--- config.mk ---
export PLATFORM = sky130hd
export DESIGN_NAME = mem_clear
export DESIGN_NICKNAME = d
export VERILOG_FILES = /design/src/mem_pkg.sv /design/src/mem_clear.sv
export SDC_FILE = /design/constraint.sdc
export NUM_CORES = 1
export LEC_CHECK = 0
export ABC_AREA = 1
export BUFFER_PORTS_ARGS = -buffer_cell sky130_fd_sc_hd__buf_2
export CORE_AREA = 4 4 41 43
export DETAILED_ROUTE_END_ITERATION = 12
export DIE_AREA = 0 0 45 47
export PLACE_DENSITY = 0.7
export SLEW_MARGIN = 25
export SYNTH_ARGS = -nofsm -noshare
export SYNTH_HDL_FRONTEND = slang
export SYNTH_SLANG_ARGS = --single-unit
--- constraint.sdc ---
create_clock -name clk -period 1.7 [get_ports clk]
set_clock_uncertainty 0.1 [all_clocks]
set_input_delay 0.34 -clock clk [delete_from_list [all_inputs] [get_ports clk]]
set_output_delay 0.34 -clock clk [all_outputs]
set_load 0.1 [all_outputs]
--- src/mem_pkg.sv ---
`default_nettype none

package mem_pkg;

	localparam int MEM_ADDR_W = 10;
	localparam int MEM_DEPTH  = 1 << MEM_ADDR_W;
	localparam int MEM_DATA_W = 64;
	localparam int MEM_BYTE_W = 8;
	localparam int MEM_BYTES  = MEM_DATA_W / MEM_BYTE_W;
	localparam int MEM_RD_LAT = 2; // Cycles from raddr to rdata in the RAM.

	typedef logic [MEM_ADDR_W-1:0] addr_t;
	typedef logic [MEM_DATA_W-1:0] word_t;
	typedef logic [MEM_BYTES-1:0]  strobe_t; // Bit i enables byte i of the word.

	typedef enum logic [1:0] {
		OP_READ  = 2'd0,
		OP_WRITE = 2'd1,
		OP_CLEAR = 2'd2
	} mem_op_e;

	typedef enum logic [2:0] {
		INIT,
		IDLE,
		WRITE,
		READ_WAIT,
		CLEAR_WAIT,
		ACK_HOLD
	} ctrl_state_e;

	// Host request, held stable while req or ack is high.
	typedef struct packed {
		mem_op_e op;
		addr_t   addr;
		strobe_t strobe;
		word_t   wdata;
	} mem_req_t;

	typedef struct packed {
		word_t rdata;
	} mem_rsp_t;

endpackage

`default_nettype wire

--- src/mem_clear.sv ---
`timescale 1ns/1ps
`default_nettype none

module mem_clear (
	input  logic           clk,
	input  logic           arst_n,
	input  logic           start,
	output logic           busy,
	output logic           we,
	output mem_pkg::addr_t addr
);

	import mem_pkg::*;

	logic last;

	assign last = (addr == addr_t'(MEM_DEPTH - 1));

	always_ff @(posedge clk or negedge arst_n) begin
		if (!arst_n) begin
			busy <= 1'b0;
			addr <= '0;
		end else if (start) begin
			busy <= 1'b1;
			addr <= '0;
		end else if (busy) begin
			addr <= addr + 1'b1; // Wraps back to zero after the last word.
			if (last)
				busy <= 1'b0;
		end
	end

	// One zero word goes out every cycle of the sweep.
	assign we = busy;

	a_no_restart: assert property (@(posedge clk) disable iff (!arst_n) start |-> !busy)
		else $error("mem_clear started while a sweep is still running");

endmodule

`default_nettype wire

==> results_dict.tcl <==
set metrics [dict create \
    cts_resized 0 \
    totalWireLength_um 1270 \
    power_density_nw_per_um2 729.7 \
    netlist_instances 84 \
    fin_setup_tns_ns 0 \
    diodes 0 \
    cts_max_level 1 \
    die_w_um 45 \
    reg2reg_to "addr[8]$_DFFE_PN0P_" \
    crit_arrival_ns 1.13 \
    status "finished, final reports clean" \
    critical_path.endpoint_type "primary output" \
    criticalPathCategory "flop to primary output" \
    syn_area_per_cell_um2 7.284 \
    cts_root_buf "clkbuf_4" \
    busiest_layer "met2" \
    die_height_um 47 \
    cp_max_fo 6 \
    r2r_cells 7 \
    ys_warn_count 0 \
    synth_cell_types 17 \
    cts_tree "done" \
    overflow 0 \
    ys_ff_latch 11 \
    grt_usage_pct 15.29 \
    gr-usage-met1_pct 17.49 \
    min_to "addr[0]$_DFFE_PN0P_" \
    clkSinkCount 11 \
    slowest_delay_ns 0.44 \
    dp.final_hpwl_um 969.5 \
    path_buf_inv 1 \
    min_path_cells 2 \
    min_period_ns 1.571 \
    grt_pass1_vias 496 \
    drt_iter0_drc 4 \
    worstMarginPinSlew_ns 0.4873 \
    final_hold_viol_count 0 \
    worstPathRequired_ns 1.26 \
    layout.nets 107 \
    grt_pass1_wl_um 2187 \
    slew_viol_final 0 \
    seq_area_um2 285.3 \
    viasPerCell 4.923 \
    start_util_pct 47.02 \
    clk_pin_slew_worst_paths_ns 0.07 \
    insertion_delay_ns 0.27 \
    setup-violations-final 0 \
    max-cap-violations 0 \
    max_freq_mhz 636.6 \
    synth_seq_area_share_pct 44.99 \
    ant_nets 0 \
    drive_gt1_share_pct 33.33 \
    numPortBuffers 14 \
    use_met2_pct 23.16 \
    routabilityCongestion 0.7808 \
    drtPass1Iterations 4 \
    syn-num-nets 88 \
    synth_area_um2 611.8 \
    drc 0 \
    fill_cells 133 \
    cts_inserted_buffers 3 \
    coreArea_um2 1301 \
    grt_max_degree 12 \
    path_cells "buf_2" \
    relSlewSlack_pct 67.74 \
    hold_class "input pin to flop" \
    start_kind "flop" \
    worstHoldStart "start" \
    dieArea_um2 2115 \
    critPathSlowestCell "buf_2" \
    met3_usage_pct 6.513 \
    rsz0062_at_grt "false" \
    finalCritPeriodShare_pct 92.40 \
    clk_path_buf_depth 2 \
    wl_per_cell_um 10.85 \
    vdd_drop_max_v 0.0005847 \
    vias 576 \
    whs_ns 0.1873 \
    leakage_uw 0.0003455 \
    cp_top_family "buffers and inverters" \
    r2r-start "addr[0]$_DFFE_PN0P_" \
    reg2reg_slack_ns 0.44 \
    antenna_found_initial 0 \
    synthToLayoutAreaGrowth_pct 20.86 \
    rows 13 \
    multi_input_area_um2 284.0 \
    io_pins 15 \
]
## stage by stage
stage / std cells / utilization, % / area [um^2] / worst slack, ns / total power (uW)
floorplan: 84 / - / 621.8 / 0.03382 / 341.8
global placement: 112 / 54.04 / 703.2 / 0.4228 / 361.3
detailed placement: 112 / 54.04 / 703.2 / 0.4169 / 362.2
CTS: 117 / 56.83 / 739.5 / 0.1158 / 546.4
global route: 117 / 56.83 / 739.5 / 0.07149 / 572.0
finish: 117 / 56.83 / 739.5 / 0.1292 / 539.6
## synth_stat cells
master   instances  area share, %
nor2_4           1            1.8
ha_1             1            2.0
dfrtp_1         11             45
nor2_1          14            8.6
nand2_1         20             12
o21ai_1          2            1.6
nor2_2           5            5.1
inv_2            2            1.2
nand2_2          1            1.0
o21ai_0          1           0.82
nand4_1          1            1.0
nand3_1          9            7.4
nor3_1           1           0.82
xnor2_1          1            1.4
buf_4            1            1.2
a21oi_1          3            2.5
inv_1           10            6.1
## timing repair
item | CTS | global route
setup buffers | 0 | 0
endpoints found under the hold margin | 11 | 0
setup endpoints to repair | 0 | 0
hold buffers | 1 | 0
## cell usage in the layout, fill, tap and decap left out, types with 2 or more instances in the layout
cell      Yosys  final
inv_1        10     10
nand2_1      20     20
dfrtp_2       0      8
nor2_2        5      5
clkbuf_4      0      3
nor2_1       14     14
buf_2         0     14
a21oi_1       3      3
nand3_1       9      9
inv_2         2      2
o21ai_1       2      2
dfrtp_1      11      3
## report_power, final
group          switching (uW)  leakage [uW]  internal, uW
Sequential               7.43      0.000135           268
Clock                    91.3     0.0000150          90.9
Combinational            66.3      0.000196          15.3
## layout make-up
class                   instances  share of cell area [%]
inverters                      12                   6.091
repair buffers                 15                   10.83
multi-input cells              60                   38.41
clock buffers                   4                   3.553
well taps                      15                   2.538
flip-flops and latches         11                   38.58
## sequential cells by signal, indices dropped and copies added, names as in the netlist
| name | count |
|---|---|
| addr | 10 |
| busy | 1 |
## worst max-delay path by stage
stage,cells past startpoint,slack [ns],end,start
2_1_floorplan,5,0.03,addr[9]$_DFFE_PN0P_,addr[7]$_DFFE_PN0P_
3_3_place_gp,1,0.42,we,busy$_DFF_PN0_
3_5_place_dp,1,0.42,addr[2],addr[2]$_DFFE_PN0P_
4_1_cts,1,0.12,addr[2],addr[2]$_DFFE_PN0P_
5_1_grt,1,0.07,busy,busy$_DFF_PN0_
6_report,1,0.13,busy,busy$_DFF_PN0_
## layer usage
metal	wire length, um	vias up	share of wire [%]
met5	0	-	0
met4	15	0	1.2
met3	80	2	6.3
met2	612	11	48
met1	561	264	44
li1	-	299	-
## cells by family after synthesis
group / Yosys count / synth area share (%)
buf+inv: 13 / 8.591
xor+xnor: 1 / 1.432
fa+ha+maj: 1 / 2.045
simple gates: 52 / 38.04
compound gates: 6 / 4.907
flops: 11 / 44.99
(Power assumes the default switching activity.)
