## src/mem_pkg.sv

```systemverilog
`default_nettype none

package mem_pkg;

	localparam int MEM_ADDR_W = 10;
	localparam int MEM_DEPTH  = 1 << MEM_ADDR_W;
	localparam int MEM_DATA_W = 64;
	localparam int MEM_BYTE_W = 8;
	localparam int MEM_BYTES  = MEM_DATA_W / MEM_BYTE_W;
	localparam int MEM_RD_LAT = 2; // Cycles from raddr to rdata in the RAM.

	typedef logic [MEM_ADDR_W-1:0] addr_t;
	typedef logic [MEM_DATA_W-1:0] word_t;
	typedef logic [MEM_BYTES-1:0]  strobe_t; // Bit i enables byte i of the word.

	typedef enum logic [1:0] {
		OP_READ  = 2'd0,
		OP_WRITE = 2'd1,
		OP_CLEAR = 2'd2
	} mem_op_e;

	typedef enum logic [2:0] {
		INIT,
		IDLE,
		WRITE,
		READ_WAIT,
		CLEAR_WAIT,
		ACK_HOLD
	} ctrl_state_e;

	// Host request, held stable while req or ack is high.
	typedef struct packed {
		mem_op_e op;
		addr_t   addr;
		strobe_t strobe;
		word_t   wdata;
	} mem_req_t;

	typedef struct packed {
		word_t rdata;
	} mem_rsp_t;

endpackage

`default_nettype wire

```

## src/rd_capture.sv

```systemverilog
`timescale 1ns/1ps
`default_nettype none

module rd_capture #(
	parameter int LATENCY = 2
) (
	input  logic            clk,
	input  logic            arst_n,
	input  logic            issue,
	input  mem_pkg::word_t  rdata,
	output logic            done,
	output mem_pkg::word_t  word
);

	import mem_pkg::*;

	localparam int PEND_W = $clog2(LATENCY + 2);

	logic              last;   // Valid bit leaving the pipe, aligned with rdata.
	word_t             hold_q;
	logic [PEND_W-1:0] pend;   // Reads issued and not yet returned.

	if (LATENCY == 0) begin : g_comb
		assign last = issue;
	end else begin : g_pipe
		logic [LATENCY-1:0] vld;

		always_ff @(posedge clk or negedge arst_n) begin
			if (!arst_n) begin
				vld <= '0;
			end else begin
				vld[0] <= issue;
				for (int i = 1; i < LATENCY; i++) begin
					vld[i] <= vld[i-1];
				end
			end
		end

		assign last = vld[LATENCY-1];
	end

	always_ff @(posedge clk) begin
		if (last)
			hold_q <= rdata;
	end

	assign done = last;
	assign word = last ? rdata : hold_q; // Bypass so the word arrives with done.

	always_ff @(posedge clk or negedge arst_n) begin
		if (!arst_n)
			pend <= '0;
		else if (issue && !done)
			pend <= pend + 1'b1;
		else if (done && !issue)
			pend <= pend - 1'b1;
	end

	a_done_after_issue: assert property (@(posedge clk) disable iff (!arst_n)
		done |-> (pend != '0 || issue))
		else $error("rd_capture returned data that was never requested");

endmodule

`default_nettype wire

```

## config.mk

```make
export PLATFORM = sky130hd
export DESIGN_NAME = rd_capture
export DESIGN_NICKNAME = d
export VERILOG_FILES = /design/src/mem_pkg.sv /design/src/rd_capture.sv
export SDC_FILE = /design/constraint.sdc
export NUM_CORES = 1
export LEC_CHECK = 0
export BUFFER_PORTS_ARGS = -buffer_cell sky130_fd_sc_hd__clkbuf_2
export CORE_ASPECT_RATIO = 1.2
export CORE_MARGIN = 3
export CORE_UTILIZATION = 40
export DETAILED_ROUTE_END_ITERATION = 8
export GPL_TIMING_DRIVEN = 1
export HOLD_SLACK_MARGIN = 0.15
export PLACE_DENSITY = 0.8
export RECOVER_POWER = 25
export SLEW_MARGIN = 20
export SYNTH_ARGS = -nofsm -noshare
export SYNTH_HDL_FRONTEND = slang
export SYNTH_SLANG_ARGS = --single-unit
```

## constraint.sdc

```tcl
create_clock -name clk -period 1.2 [get_ports clk]
set_input_delay 0.12 -clock clk [delete_from_list [all_inputs] [get_ports clk]]
set_output_delay 0.12 -clock clk [all_outputs]
set_load 0.02 [all_outputs]
```

==> impl_metrics.py <==
metrics = {
    "run_status": {
        "outcome": "finished, violations left",
        "violations": "negative setup slack",
    },
    "layout": {
        "final_cell_mix": "clkbuf_2 (116), dfxtp_1 (64), mux2_4 (62)",
        "final_common_cell": "clkbuf_2",
        "drive_above_1_share_pct": 75.8,
        "seq_area_um2": 1340,
        "multiInputGateArea_um2": 953,
        "fillers": 477,
        "utilization_pct": 60.6,
        "fin_nets": 348,
        "final-instance-count-excl-fill": 365,
        "syn_to_final_growth_pct": 44.4,
        "diodes": 0,
    },
    "timing": {
        "hold_viol_final": 0,
        "period_minus_slack_ns": 1.67,
        "setup_viol": 65,
        "worst_slew_pin_slew_ns": 0.194,
        "slew_viol_final": 0,
        "period_share_pct": 139,
        "hold_ws_ns": 0.0183,
        "setup_slack_ns": -0.470,
        "tns_ns": -28.50,
        "fmax_mhz": 599,
        "slew-limit-headroom_pct": 87.1,
        "rsz0062_at_grt": "true",
        "fin_worst_skew_ns": 0.00566,
    },
    "placed_design": {
        "gp_congestion": 0.718,
        "dp_hpwl_um": 3840,
        "dp_cells": 345,
        "io_buffers": 131,
    },
    "route": {
        "via_count": 1556,
        "drt_first_pass_iters": 4,
        "antenna_left": 0,
        "wl_um": 5190,
        "wire_per_inst_um": 14.2,
        "viasPerCell": 4.26,
        "drc_errors": 0,
        "drt_iter0_drc": 48,
    },
    "synthesis": {
        "syn_avg_cell_area_um2": 17.6,
        "synth-seq-cells": 66,
        "yosys_warnings": 0,
        "synthMuxAreaShare_pct": 39.3,
        "synthXorXnorAreaFrac_pct": 0,
        "syn_area_um2": 2410,
        "synth_cells": 137,
        "ys_types": 6,
        "ys_seq_area_share_pct": 55.3,
        "synthAdderAreaFrac_pct": 0,
        "synthesis.nets": 204,
        "synth_top_family_by_area": "multiplexers",
        "synth_compound_area_share_pct": 0,
        "synthSimpleGateAreaFrac_pct": 0,
    },
    "setup_path": {
        "cp_data_arrival_time_ns": 1.55,
        "end_kind": "primary output",
        "critPathKind": "reg2out",
        "worstPathRequired_ns": 1.08,
        "critPathLaunchType": "register",
        "worstPathMaxFanout": 25,
    },
    "global_route": {
        "grt_max_degree": 26,
        "antenna_found_initial": 0,
        "grtUsageTotal_pct": 15.4,
        "grt_pass1_vias": 1596,
        "grt_pass1_wl_um": 8140,
        "grt_overflow": 0,
    },
    "power_and_ir_drop": {
        "powerDensity_nw_per_um2": 1640,
        "design_power_total_mw": 5.71,
        "p_leak_nw": 1.82,
        "max-vdd-ir-drop_mv": 0.698,
    },
    "cts": {
        "cts-root-buf": "clkbuf_8",
        "clk_pin_slew_ns": 0.07,
        "htreeDepth": 3,
        "cts_made_buffers": 9,
        "clockBufferDepth": 2,
        "cts.sinks": 66,
        "ctsHoldBuffers": 3,
        "cts_tree": "built",
        "worst_skew_pair.late_latency_ns": 0.33,
    },
    "hold_path": {
        "min_path_type": "in2reg",
    },
    "floorplan": {
        "rows": 30,
        "die-area_um2": 6990,
        "pin_count": 132,
        "die_x_um": 76.8,
        "die_h_um": 91.0,
        "start_util_pct": 41.9,
        "coreArea_um2": 5740,
    },
    "run": {
        "maxCapViolCount": 0,
    },
}
==> routing by layer <==
layer,global-route usage (%),part of all wire (%)
met1,17.6,41
met2,24.1,48
met3,5.75,9.1
met4,9.52,1.5
met5,0,0
==> final cells by class <==
class,count,area share [%]
clock buffers,14,5.54
well taps,80,2.88
clock inverters,1,0.863
flip-flops and latches,66,38.4
repair buffers,140,24.9
multi-input cells,64,27.4
==> sequential cells by signal (all words and copies together), names as in the netlist <==
signal and flops:
hold_q 64, g_pipe.vld 2
==> logic make-up (layout without fill, tap and decap cells) <==
kind of cell | after synthesis | after routing
DFF | 66 | 66
muxes | 64 | 64
buffers and inverters | 7 | 155
==> what timing repair did <==
action                                 in CTS  in global routing
endpoints found under the hold margin      67                 64
resized for setup                          10                 32
buffers inserted                            2                  0
setup endpoints to repair                  65                 65
==> per-stage QoR <==
stage / instance area [µm²] / setup WS [ns]
after detailed placement: 3100 / -0.129
after global routing: 3480 / -0.530
after global placement: 3100 / -0.117
final: 3480 / -0.470
after floorplan: 2420 / -0.0281
after CTS: 3410 / -0.500
==> synthesized netlist by cell type (all sizes together) <==
library cell	count	area share, %
mux2	64	39
dfxtp	64	53
dfrtp	2	2.1
buf	7	5.5
==> worst max-delay path: stages, from the launching register on <==
cell	delay (ns)
dfrtp_4	0.53
buf_12	0.20
mux2_4	0.32
clkbuf_2	0.16
==> path summary, 6_finish.rpt <==
check                                     endpoint  cells past startpoint                     from  slack, ns
hold reg to reg            g_pipe.vld[1]$_DFF_PN0_                      0  g_pipe.vld[0]$_DFF_PN0_       0.35
min in group asynchronous  g_pipe.vld[1]$_DFF_PN0_                      3                   arst_n       0.67
max in group asynchronous  g_pipe.vld[1]$_DFF_PN0_                      3                   arst_n       0.38
hold / removal                  hold_q[41]$_DFF_P_                      2                rdata[41]       0.02
setup / recovery                          word[30]                      3  g_pipe.vld[1]$_DFF_PN0_      -0.47
setup reg to reg                hold_q[23]$_DFF_P_                      2  g_pipe.vld[1]$_DFF_PN0_       0.02
==> report_power, final <==
group,leakage [nW],total (mW),switching (mW),internal [mW]
combinational,1.15,1.21,0.582,0.629
clock,0.115,2.01,0.775,1.23
sequential,0.562,2.49,0.0654,2.42
Power figures use the tool's default switching activity.
