--- src/mem_pkg.sv ---
`default_nettype none

package mem_pkg;

	localparam int MEM_ADDR_W = 10;
	localparam int MEM_DEPTH  = 1 << MEM_ADDR_W;
	localparam int MEM_DATA_W = 64;
	localparam int MEM_BYTE_W = 8;
	localparam int MEM_BYTES  = MEM_DATA_W / MEM_BYTE_W;
	localparam int MEM_RD_LAT = 2; // Cycles from raddr to rdata in the RAM.

	typedef logic [MEM_ADDR_W-1:0] addr_t;
	typedef logic [MEM_DATA_W-1:0] word_t;
	typedef logic [MEM_BYTES-1:0]  strobe_t; // Bit i enables byte i of the word.

	typedef enum logic [1:0] {
		OP_READ  = 2'd0,
		OP_WRITE = 2'd1,
		OP_CLEAR = 2'd2
	} mem_op_e;

	typedef enum logic [2:0] {
		INIT,
		IDLE,
		WRITE,
		READ_WAIT,
		CLEAR_WAIT,
		ACK_HOLD
	} ctrl_state_e;

	// Host request, held stable while req or ack is high.
	typedef struct packed {
		mem_op_e op;
		addr_t   addr;
		strobe_t strobe;
		word_t   wdata;
	} mem_req_t;

	typedef struct packed {
		word_t rdata;
	} mem_rsp_t;

endpackage

`default_nettype wire

--- src/mem_ctrl.sv ---
`timescale 1ns/1ps
`default_nettype none

module mem_ctrl (
	input  logic              clk,
	input  logic              arst_n,
	input  logic              req,
	input  mem_pkg::mem_req_t req_data,
	output logic              ack,
	output mem_pkg::mem_rsp_t rsp,
	output logic              clear_start,
	input  logic              clear_busy,
	input  logic              clr_we,
	input  mem_pkg::addr_t    clr_addr,
	output logic              rd_issue,
	input  logic              rd_done,
	input  mem_pkg::word_t    rd_word,
	output logic              ram_en,
	output mem_pkg::addr_t    ram_waddr,
	output mem_pkg::addr_t    ram_raddr,
	output mem_pkg::strobe_t  ram_strobe,
	output mem_pkg::word_t    ram_wdata
);

	import mem_pkg::*;

	ctrl_state_e state;
	ctrl_state_e state_nxt;
	logic        init_pend; // High only in the first cycle after reset.
	logic        host_we;
	logic        take_req;

	assign take_req = (state == IDLE) && req;

	always_comb begin
		state_nxt = state;
		case (state)
			INIT: begin
				if (!init_pend && !clear_busy)
					state_nxt = IDLE;
			end
			IDLE: begin
				if (req) begin
					case (req_data.op)
						OP_READ:  state_nxt = READ_WAIT;
						OP_WRITE: state_nxt = WRITE;
						OP_CLEAR: state_nxt = CLEAR_WAIT;
						default:  state_nxt = ACK_HOLD; // Unknown ops are acked and ignored.
					endcase
				end
			end
			WRITE: state_nxt = ACK_HOLD;
			READ_WAIT: begin
				if (rd_done)
					state_nxt = ACK_HOLD;
			end
			CLEAR_WAIT: begin
				if (!clear_busy)
					state_nxt = ACK_HOLD;
			end
			ACK_HOLD: begin
				if (!req)
					state_nxt = IDLE;
			end
			default: state_nxt = INIT;
		endcase
	end

	always_ff @(posedge clk or negedge arst_n) begin
		if (!arst_n) begin
			state     <= INIT;
			init_pend <= 1'b1;
			ack       <= 1'b0;
			rd_issue  <= 1'b0;
		end else begin
			state     <= state_nxt;
			init_pend <= 1'b0;
			ack       <= (state == ACK_HOLD); // Trails ACK_HOLD by one cycle on both edges.
			rd_issue  <= take_req && (req_data.op == OP_READ);
		end
	end

	// The response only changes when a read returns, so it stays put through ACK_HOLD.
	always_ff @(posedge clk) begin
		if (state == READ_WAIT && rd_done)
			rsp.rdata <= rd_word;
	end

	// The sweep after reset and a host clear both start from here.
	assign clear_start = (state == INIT && init_pend) ||
		(take_req && req_data.op == OP_CLEAR);

	// An empty strobe changes nothing, so the write is skipped.
	assign host_we = (state == WRITE) && (req_data.strobe != '0);

	assign ram_en     = host_we || clr_we;
	assign ram_waddr  = clr_we ? clr_addr : req_data.addr;
	assign ram_strobe = clr_we ? '1 : req_data.strobe;
	assign ram_wdata  = clr_we ? '0 : req_data.wdata;
	assign ram_raddr  = req_data.addr; // Stable for the whole transaction.

	// The host may drop req right after it sees ack, so req is taken at the edge ack rose on.
	a_ack_needs_req: assert property (@(posedge clk) disable iff (!arst_n)
		$rose(ack) |-> $past(req))
		else $error("ack rose while req was low");

	a_single_writer: assert property (@(posedge clk) disable iff (!arst_n)
		!(host_we && clr_we))
		else $error("host write and clear sweep drove the RAM together");

endmodule

`default_nettype wire

--- config.mk ---
export PLATFORM = sky130hd
export DESIGN_NAME = mem_ctrl
export DESIGN_NICKNAME = d
export VERILOG_FILES = /design/src/mem_pkg.sv /design/src/mem_ctrl.sv
export SDC_FILE = /design/constraint.sdc
export NUM_CORES = 1
export LEC_CHECK = 0
export BUFFER_PORTS_ARGS = -buffer_cell sky130_fd_sc_hd__buf_2
export CAP_MARGIN = 5
export CORE_AREA = 2 2 124 126
export DETAILED_ROUTE_END_ITERATION = 10
export DIE_AREA = 0 0 126 128
export GPL_TIMING_DRIVEN = 0
export PLACE_DENSITY = 0.6
export SYNTH_ARGS = -nofsm -noshare
export SYNTH_HDL_FRONTEND = slang
export SYNTH_SLANG_ARGS = --single-unit
--- constraint.sdc ---
create_clock -name clk -period 6.5 [get_ports clk]
set_input_delay 0.65 -clock clk [delete_from_list [all_inputs] [get_ports clk]]
set_output_delay 0.65 -clock clk [all_outputs]
set_load 0.02 [all_outputs]
==> qor.yml, run 1 <==
route:
  detail-route-antenna-nets: 0
  wl_per_cell_um: 18.5
  drt_wl_total_mm: 13.7
  viasPerCell: 3.99
  drt_iter0_markers: 118
  via_count: 2944
  dr.pass1.iters: 4
  drcViolationCount: 0
clocking:
  cts_resized: 0
  clk_latency_ps: 330
  ctsRootBufferMaster: "clkbuf_16"
  cts_tree: "yes"
  cts_hold_buf: 0
  post_cts.repair.setup_buffers: 0
  clock_sink_count: 70
  cts_buffers: 9
  ctsHtreeMaxLevel: 3
  clkTransAtPathRegs_ps: 50
  cts_max_path_buffers: 2
critical_path:
  r2r_slack_ps: 4530
  cp_num_cells: 4
  end_kind: "output pin"
  startpoint_type: "register"
  worst-path-max-fanout: 6
  worstRegToRegCells: 3
  crit_required_ps: 5850
  critPathBufInv: 1
  reg2reg_from: "state[2]"
  r2r_end: "rsp[14]"
  setup.worst_path.end: "ram_en"
  crit_chain: "nand2b_4, a211oi_1, or2_1, buf_2"
  crit_type: "register to output pin"
  slowest_delay_ps: 430
  cpMaxStageDelayCell: "dfrtp_1"
  crit_arrival_ps: 1610
  cp-startpoint: "state[2]"
  cp_top_family: "flip-flops"
synthesis:
  yosysWarningCount: 0
  synth_cells: 207
  synth_compound_area_frac: 0.0191
  synth_area_sq_mm: 0.00301
  synth_xor_area_frac: 0
  muxShareOfSynthArea: 0.0412
  synth_area_leader_cell: "edfxtp_1"
  ys_seq_area_frac: 0.689
  avgSynthCellArea_sq_um: 14.5
  yosys.area.top_type_share: 0.639
  synth.area.top_cells: "edfxtp_1, nor2b_1, dfrtp_1, mux2_2, buf_4"
  synth_cell_type_count: 26
  synth_top_family_by_area: "simple AND/OR/NAND/NOR gates"
  synth_simple_gate_area_frac: 0.185
  ys_ff_latch: 70
  syn_nets: 375
  synth_adder_area_share: 0.0166
pwr:
  irDropWorstVdd_uv: 109
  p_total_mw: 1.34
  power_per_cell_area_mw_per_mm2: 257
  p_leak_nw: 2.52
timing:
  finalCritPeriodShare: 0.348
  fin_worst_skew_ps: 3.13
  fin_setup_tns_ps: 0
  rsz0062_at_grt: "no"
  setup_violations: 0
  period_minus_slack_ps: 2260
  slew_headroom: 0.480
  clock.fmax_mhz: 443
  hold_viol: 0
  slew_violations: 0
  tightest_slew_ps: 778
place:
  numPortBuffers: 322
  gp_congestion: 0.900
  placed_cell_area_sq_mm: 0.00488
  dp_hpwl_mm: 11.8
cells_and_area:
  nFillCells: 1484
  drive_gt1_frac: 0.679
  final_cell_area_sq_mm: 0.00521
  layout.nets: 709
  syn2layout_area_growth_pct: 73.3
run_status:
  outcome: "completed"
floorplan:
  fp-row-count: 45
  num_io_pins: 324
  fp.dieH_um: 128
  die-area_sq_mm: 0.0161
  core-area_sq_mm: 0.0149
  start_util: 0.202
  fp.dieW_um: 126
global_routing:
  grt_start_max_net_pins: 39
  antenna_found_initial: 2
  grt_pass1_wl_mm: 19.0
  grt_pass1_vias: 3003
  track_usage: 0.164
  grt-ovfl-total: 0
job:
  max_cap_viol_count: 0
hold_path:
  hold_path.class: "input pin to asynchronous set/reset pin"
## area by class of cell
| cell class | instances | area (sq um) | share of cell area |
|---|---|---|---|
| diodes | 3 | 7.51 | 0.00144 |
| clock buffers | 9 | 225 | 0.0432 |
| clock inverters | 7 | 97.6 | 0.0187 |
| flip-flops and latches | 70 | 2070 | 0.398 |
| plain buffers | 20 | 131 | 0.0252 |
| repair buffers | 323 | 1630 | 0.313 |
| multi-input cells | 114 | 801 | 0.154 |
| well taps | 188 | 235 | 0.0451 |
| inverters | 3 | 11.3 | 0.00216 |
## cell usage in the layout, fill, tap and decap left out, types with 2 or more instances in the layout
| master | instances |
|---|---|
| ha_1 | 4 |
| bufinv_16 | 2 |
| buf_4 | 10 |
| buf_2 | 331 |
| mux2_1 | 4 |
| nor4_2 | 2 |
| nor2b_1 | 65 |
| edfxtp_1 | 64 |
| dfrtp_1 | 5 |
| clkbuf_16 | 9 |
| mux2_2 | 7 |
| nor2_1 | 4 |
| nor3_1 | 2 |
| inv_1 | 3 |
| or2_1 | 9 |
| o22ai_1 | 2 |
| nand2_1 | 4 |
| diode_2 | 3 |
| o21a_1 | 2 |
| clkinv_4 | 2 |
## stage by stage
stage,worst slack [ps],cells,util,hold WS (ps)
floorplan,2620,207,-,354
global placement,1570,717,0.327,480
detailed placement,4270,718,0.329,488
CTS,4210,734,0.350,131
global route,4130,736,0.351,136
finish,4240,737,0.351,139
## worst reg2reg max path, stage by stage, from the launching register on
cell      delay, ps
dfrtp_1         430
nand2b_1        240
nor2_4          650
buf_12          320
## worst min path at each step
| stage | depth (start not counted) | to | startpoint |
|---|---|---|---|
| 6_report | 1 | state[0] | arst_n |
| 5_1_grt | 1 | state[0] | arst_n |
| 3_5_place_dp | 1 | rd_issue | arst_n |
| 3_3_place_gp | 1 | rd_issue | arst_n |
| 2_1_floorplan | 0 | ack | arst_n |
| 4_1_cts | 1 | state[0] | arst_n |
## Yosys cell counts, drive strengths merged
cell    count
a211oi      1
nand2       4
dfstp       1
nor4        2
nand2b      2
or2         9
o21ai       1
o31ai       1
mux2       11
dfrtp       5
inv         3
and3        1
edfxtp     64
o22ai       2
o21a        2
buf        20
nor3        2
ha          4
nor2        5
conb        1
nor2b      65
a21oi       1
## power breakdown
group / switching [mW] / internal, mW
Combinational: 0.170 / 0.116
Sequential: 0.0156 / 0.527
Clock: 0.176 / 0.336
Total: 0.362 / 0.979
## registers in the layout, summed over array words and instances (netlist names)
register,count
rsp,64
state,3
ack,1
init_pend,1
rd_issue,1
## cell families after synthesis
kind of cell / count (synthesis)
simple gates: 90
flops: 70
buf+inv: 23
mux: 11
compound gates: 8
fa+ha+maj: 4
other cells: 1
## per-layer routing
| metal | routed length, um | vias up | global-route usage | part of all wire |
|---|---|---|---|---|
| met5 | 0 | - | 0 | 0 |
| li1 | - | 1369 | - | - |
| met1 | 4650 | 1360 | 0.159 | 0.34 |
| met4 | 544 | 0 | 0.0879 | 0.040 |
| met2 | 6940 | 198 | 0.299 | 0.51 |
| met3 | 1510 | 17 | 0.0655 | 0.11 |
No activity file was read; power rests on OpenSTA's default activity.
==> inputs of run 2 (changes only) <==
Settings changed: ABC_AREA set to 1, CORE_AREA 2 2 124 126 to 2 2 127 129, DIE_AREA 0 0 126 128 to 0 0 129 131, PLACE_DENSITY 0.6 to 0.59.
Clock period 6.5 ns to 2.4 ns, I/O delays scaled along.
==> run 2 against run 1 <==
Combinational power grew to 3.3 times the previous value. Sequential share of layout area is 1.6 points lower. Total power grew to 2.9 times the previous value. Routed wire length down 16%.
==> qor.yml, run 2 <==
run_status:
  outcome: "completed"  # unchanged
route:
  wl_per_cell_um: 13.1  # was 18.5 um
  detail-route-antenna-nets: 0  # unchanged
  viasPerCell: 3.70  # was 3.99
  drcViolationCount: 0  # unchanged
  dr.pass1.iters: 5  # was 4
  drt_wl_total_mm: 11.5  # was 13.7 mm
  via_count: 3248  # was 2944
  drt_iter0_markers: 57  # was 118
timing:
  hold_viol: 0  # unchanged
  fin_worst_skew_ps: 7.45  # was 3.13 ps
  finalCritPeriodShare: 0.767
  fin_setup_tns_ps: 0  # unchanged
  period_minus_slack_ps: 1840
  clock.fmax_mhz: 544
  setup_violations: 0  # unchanged
  slew_violations: 0  # unchanged
  rsz0062_at_grt: "no"  # unchanged
global_routing:
  use_met3: 0.0741  # was 0.0655
  use_met1: 0.121  # was 0.159
  grt_pass1_vias: 3189  # was 3003
  grt_start_max_net_pins: 24  # was 39
  busiest_layer: "met2"  # unchanged
  grt_use_met2: 0.232  # was 0.299
  grt-ovfl-total: 0  # unchanged
  antenna_found_initial: 6  # was 2
  track_usage: 0.129  # was 0.164
  grt_pass1_wl_mm: 16.5  # was 19.0 mm
cells_and_area:
  reg_top3: "rsp: 64 flops, state: 3 flops"  # unchanged
  mostFrequentLayoutCells: "buf_2, inv_1, nor2_1"  # was buf_2, nor2b_1, edfxtp_1
  syn2layout_area_growth_pct: 74.0  # was 73.3%
  regMostFlops: "rsp"  # unchanged
  layout.nets: 822  # was 709
  final_core_util: 0.349  # was 0.351
  instances_no_fill: 879  # was 737
  nFillCells: 1642  # was 1484
  final_common_cell: "buf_2"  # unchanged
  final_cell_area_sq_mm: 0.00544  # was 0.00521 sq mm
  largest_reg_flops: 64  # unchanged
  drive_gt1_frac: 0.563  # was 0.679
synthesis:
  synth_area_sq_mm: 0.00313  # was 0.00301 sq mm
  yosys.area.top_type_share: 0.615  # was 0.639
  avgSynthCellArea_sq_um: 9.89  # was 14.5 sq um
  synth_most_common_cell: "inv_1"  # was nor2b_1
  syn_nets: 484  # was 375
  synth.area.top_cells: "edfxtp_1, inv_1, nor2_1, nand2_1, dfrtp_1"  # was edfxtp_1, nor2b_1, dfrtp_1, mux2_2, buf_4
  yosysWarningCount: 0  # unchanged
  synth_area_leader_cell: "edfxtp_1"  # unchanged
  synth-main-ff-cell: "edfxtp_1"  # unchanged
  synth_enable_flop_cells: 64  # unchanged
  synth_common_cells: "inv_1, nor2_1, edfxtp_1"  # was nor2b_1, edfxtp_1, buf_4
  synth_cell_type_count: 25  # was 26
  ys_ff_latch: 70  # unchanged
  ys_seq_area_frac: 0.663  # was 0.689
  async_flop_share: 0.0857  # unchanged
  synth_cells: 316  # was 207
place:
  gp_congestion: 0.856  # was 0.900
  dp_hpwl_mm: 10.0  # was 11.8 mm
  placed_cell_area_sq_mm: 0.00510  # was 0.00488 sq mm
  place_inst: 858  # was 718
  numPortBuffers: 323  # was 322
floorplan:
  die-area_sq_mm: 0.0169  # was 0.0161 sq mm
  fp.dieW_um: 129  # was 126 um
  num_io_pins: 324  # unchanged
  core-area_sq_mm: 0.0156  # was 0.0149 sq mm
  start_util: 0.200  # was 0.202
  fp.dieH_um: 131  # was 128 um
  fp-row-count: 46  # was 45
clocking:
  cts_max_path_buffers: 2  # unchanged
  clk_latency_ps: 320  # was 330 ps
  clkTransAtPathRegs_ps: 60  # was 50 ps
  ctsRootBufferMaster: "clkbuf_16"  # unchanged
  post_cts.repair.setup_buffers: 0  # unchanged
  clock_sink_count: 70  # unchanged
  cts_tree: "yes"  # unchanged
  cts_resized: 0  # unchanged
  cts_buffers: 9  # unchanged
  ctsHtreeMaxLevel: 3  # unchanged
hold_path:
  min_from: "rd_word[44]"
  hold_path.class: "input pin to register"  # was input pin to asynchronous set/reset pin
pwr:
  irDropWorstVdd_uv: 283  # was 109 uV
  p_leak_nw: 3.03  # was 2.52 nW
  power_per_cell_area_mw_per_mm2: 711  # was 257 mW/mm^2
critical_path:
  crit_required_ps: 2420  # was 5850 ps
  worst-path-max-fanout: 23  # was 6
  startpoint_type: "register"  # unchanged
  end_kind: "register"  # was output pin
  reg2reg_from: "state[0]"  # was state[2]
  crit_type: "register to register"  # was register to output pin
  crit_arrival_ps: 1860  # was 1610 ps
  cp-startpoint: "state[0]"  # was state[2]
job:
  max_cap_viol_count: 0  # unchanged
## run 2: where the power goes
part | internal, mW | switching (mW)
Combinational | 0.355 | 0.587
Sequential | 1.47 | 0.0597
Clock | 0.912 | 0.483
Total | 2.74 | 1.13
## run 2: cell type report
class                           instances  area (sq um)  share of cell area
Antenna cell                            4          10.0             0.00184
Buffer                                 19           118              0.0216
Clock buffer                            9           225              0.0414
Multi-Input combinational cell        144           638               0.117
Inverter                               83           312              0.0573
Timing Repair Buffer                  327          1700               0.312
Tap cell                              216           270              0.0497
Sequential cell                        70          2070               0.381
Clock inverter                          7          96.3              0.0177
## run 2: worst max-delay path, stage by stage (launching register included)
cell and delay, ps:
dfrtp_1 470, nand2_2 110, nor3_4 340, buf_16 210, buf_16 170, buf_8 200
## run 2: metal layers
metal  vias to the layer above  wire [um]  share of wire
met3                        11       1650           0.14
met4                         2        149          0.013
met5                         -         13         0.0011
li1                       1623          -              -
met2                       203       5820           0.51
met1                      1409       3880           0.34
## run 2: final timing paths
kind                       cells after the start   endpoint  slack (ps)
min in group asynchronous                      2   rd_issue         260
setup / recovery                               5    rsp[23]         560
max in group asynchronous                      2  init_pend        1910
hold / removal                                 1    rsp[44]          90
setup reg to reg                               5    rsp[23]         560
hold reg to reg                                2        ack         620
## run 2: logic make-up after synthesis
family,count (synthesis),share of synthesized area
adder cells (fa/ha/maj),4,0.0160
buffers and inverters,102,0.137
AND/OR/NAND/NOR,133,0.172
flip-flops,70,0.663
other,1,0.00120
AO/OA/AOI/OAI,6,0.0104
## run 2: metrics by stage
step | hold WS [ps] | worst slack, ps | power (mW)
after global placement | 72.3 | -708 | 2.46
after detailed placement | 72.9 | 530 | 2.51
after CTS | 75.1 | 522 | 3.93
after global routing | 68.4 | 433 | 4.08
final | 90.8 | 560 | 3.87
after floorplan | -55.6 | -78.8 | 2.10
## run 2: what timing repair did
item,in CTS,in global routing
endpoints found under the hold margin,6,0
endpoints found under the setup margin,0,0
hold buffers,1,0
==> inputs of run 3 (changes only) <==
Settings changed: CORE_AREA 2 2 127 129 to 2 2 125 127, DIE_AREA 0 0 129 131 to 0 0 127 129, PLACE_DENSITY 0.59 to 0.62.
Clock period 2.4 ns to 1.67 ns, I/O delays scaled along.
==> run 3 against run 2 <==
Global-route usage increased by 2.1 points. Largest power group unchanged. Routed wire length is 11% higher. Sequential share of layout area is essentially flat.
==> qor.yml, run 3 (synthesized netlist as in run 2, its figures left out) <==
timing:
  finalCritPeriodShare: 0.935
  tightest_slew_ps: 560
  hold_viol: 0  # unchanged
  fin_worst_skew_ps: 6.11  # was 7.45 ps
  period_minus_slack_ps: 1560
  setup_violations: 0  # unchanged
  slew_headroom: 0.626
  clock.fmax_mhz: 640
  slew_violations: 0  # unchanged
  rsz0062_at_grt: "no"  # unchanged
route:
  drt_iter0_markers: 69  # was 57
  drcViolationCount: 0  # unchanged
  via_count: 3294  # was 3248
  detail-route-antenna-nets: 0  # unchanged
  wl_per_cell_um: 15.0  # was 13.1 um
  viasPerCell: 3.87  # was 3.70
  dr.pass1.iters: 6  # was 5
  drt_wl_total_mm: 12.8  # was 11.5 mm
cells_and_area:
  drive_gt1_frac: 0.566  # was 0.563
  reg_top3: "rsp: 64 flops, state: 3 flops"  # unchanged
  nFillCells: 1575  # was 1642
  final_cell_area_sq_mm: 0.00545  # was 0.00544 sq mm
  syn2layout_area_growth_pct: 74.1  # was 74.0%
  instances_no_fill: 852  # was 879
  layout.nets: 826  # was 822
  mostFrequentLayoutCells: "buf_2, inv_1, nor2_1"  # unchanged
  largest_reg_flops: 64  # unchanged
  final_common_cell: "buf_2"  # unchanged
  regMostFlops: "rsp"  # unchanged
global_routing:
  grt_pass1_wl_mm: 18.1  # was 16.5 mm
  grt-ovfl-total: 0  # unchanged
  track_usage: 0.150  # was 0.129
  grt_pass1_vias: 3215  # was 3189
  antenna_found_initial: 3  # was 6
  grt_start_max_net_pins: 23  # was 24
floorplan:
  num_io_pins: 324  # unchanged
  fp.dieW_um: 127  # was 129 um
  core-area_sq_mm: 0.0150  # was 0.0156 sq mm
  start_util: 0.209  # was 0.200
  fp.dieH_um: 129  # was 131 um
  fp-row-count: 45  # was 46
  die-area_sq_mm: 0.0164  # was 0.0169 sq mm
critical_path:
  startpoint_type: "register"  # unchanged
  end_kind: "output pin"  # was register
  crit_arrival_ps: 1390  # was 1860 ps
  worst-path-max-fanout: 7  # was 23
  crit_required_ps: 1500  # was 2420 ps
  reg2reg_from: "state[0]"  # unchanged
  r2r_slack_ps: 160  # was 560 ps
  crit_type: "register to output pin"  # was register to register
  r2r_end: "rsp[55]"  # was rsp[23]
  worstRegToRegCells: 4  # was 5
clocking:
  ctsHtreeMaxLevel: 3  # unchanged
  cts_tree: "yes"  # unchanged
  cts_max_path_buffers: 2  # unchanged
  clock_sink_count: 70  # unchanged
  cts_buffers: 9  # unchanged
  clkTransAtPathRegs_ps: 60  # about the same
  clk_latency_ps: 320  # about the same
  ctsRootBufferMaster: "clkbuf_16"  # unchanged
pwr:
  power_per_cell_area_mw_per_mm2: 1030  # was 711 mW/mm^2
  p_leak_nw: 3.05  # was 3.03 nW
  irDropWorstVdd_uv: 419  # was 283 uV
hold_path:
  hold_path.class: "input pin to register"  # unchanged
  min_from: "rd_word[12]"  # was rd_word[44]
  holdPathEnd: "rsp[12]"  # was rsp[44]
  min_delay_path_depth: 1  # unchanged
place:
  dp_hpwl_mm: 11.1  # was 10.0 mm
  numPortBuffers: 323  # unchanged
  place_inst: 830  # was 858
  placed_cell_area_sq_mm: 0.00506  # was 0.00510 sq mm
  gp_congestion: 0.821  # was 0.856
run_status:
  outcome: "completed"  # unchanged
job:
  max_cap_viol_count: 0  # unchanged
## run 3: critical path: stages (launching register included)
cell and delay, ps:
dfrtp_2 480, inv_2 120, nand3_2 110, inv_2 90, nand3_1 60, nand2_1 50, buf_2 150
## run 3: metrics by stage
step | hold slack, ps | total power [mW] | TNS [ps] | setup slack (ps) | util
6_report | 17.3 | 5.59 | 0 | 108 | 0.364
5_1_grt | 0.164 | 5.90 | 0 | 7.10 | 0.364
4_1_cts | 5.29 | 5.64 | 0 | 22.4 | 0.361
3_5_place_dp | -7.60 | 3.62 | -7880 | -261 | 0.338
3_3_place_gp | -8.55 | 3.56 | -96030 | -1510 | 0.333
2_1_floorplan | -129 | 3.01 | -51760 | -809 | -
## run 3: power by group
part / total, mW / internal, mW / switching, mW
registers: 2.21 / 2.12 / 0.0967
logic: 1.40 / 0.531 / 0.870
clock network: 1.98 / 1.30 / 0.673
total: 5.59 / 3.95 / 1.64
## run 3: layout make-up
class | instances | area (sq um) | area share
tap | 188 | 235 | 0.0432
clock inverter | 6 | 86.3 | 0.0159
buffer | 19 | 118 | 0.0216
timing repair buffer | 331 | 1740 | 0.319
antenna | 1 | 2.50 | 0.000460
inverter | 83 | 312 | 0.0572
multi-input combinational | 144 | 649 | 0.119
clock buffer | 10 | 229 | 0.0420
sequential | 70 | 2080 | 0.381
## run 3: how the worst max path moves through the flow
stage,from,endpoint
final,state[2],clear_start
after global routing,state[1],ram_en
after CTS,state[0],ram_en
after detailed placement,state[0],rsp[38]
after global placement,state[0],rsp[38]
after floorplan,state[0],rsp[0]
## run 3: per-layer routing
metal | part of all wire | vias to the layer above | track usage
met2 | 0.53 | 209 | 0.289
met5 | 0 | - | 0
met3 | 0.12 | 14 | 0.0632
met4 | 0.014 | 0 | 0.0388
met1 | 0.34 | 1444 | 0.149
li1 | - | 1627 | -
## run 3: what timing repair did
item / CTS / global route
hold buffers: 1 / 2
setup endpoints to repair: 54 / 24
pin swaps: 1 / 1
setup buffers: 2 / 0
hold endpoints to repair: 6 / 2
gates resized for setup: 1 / 6
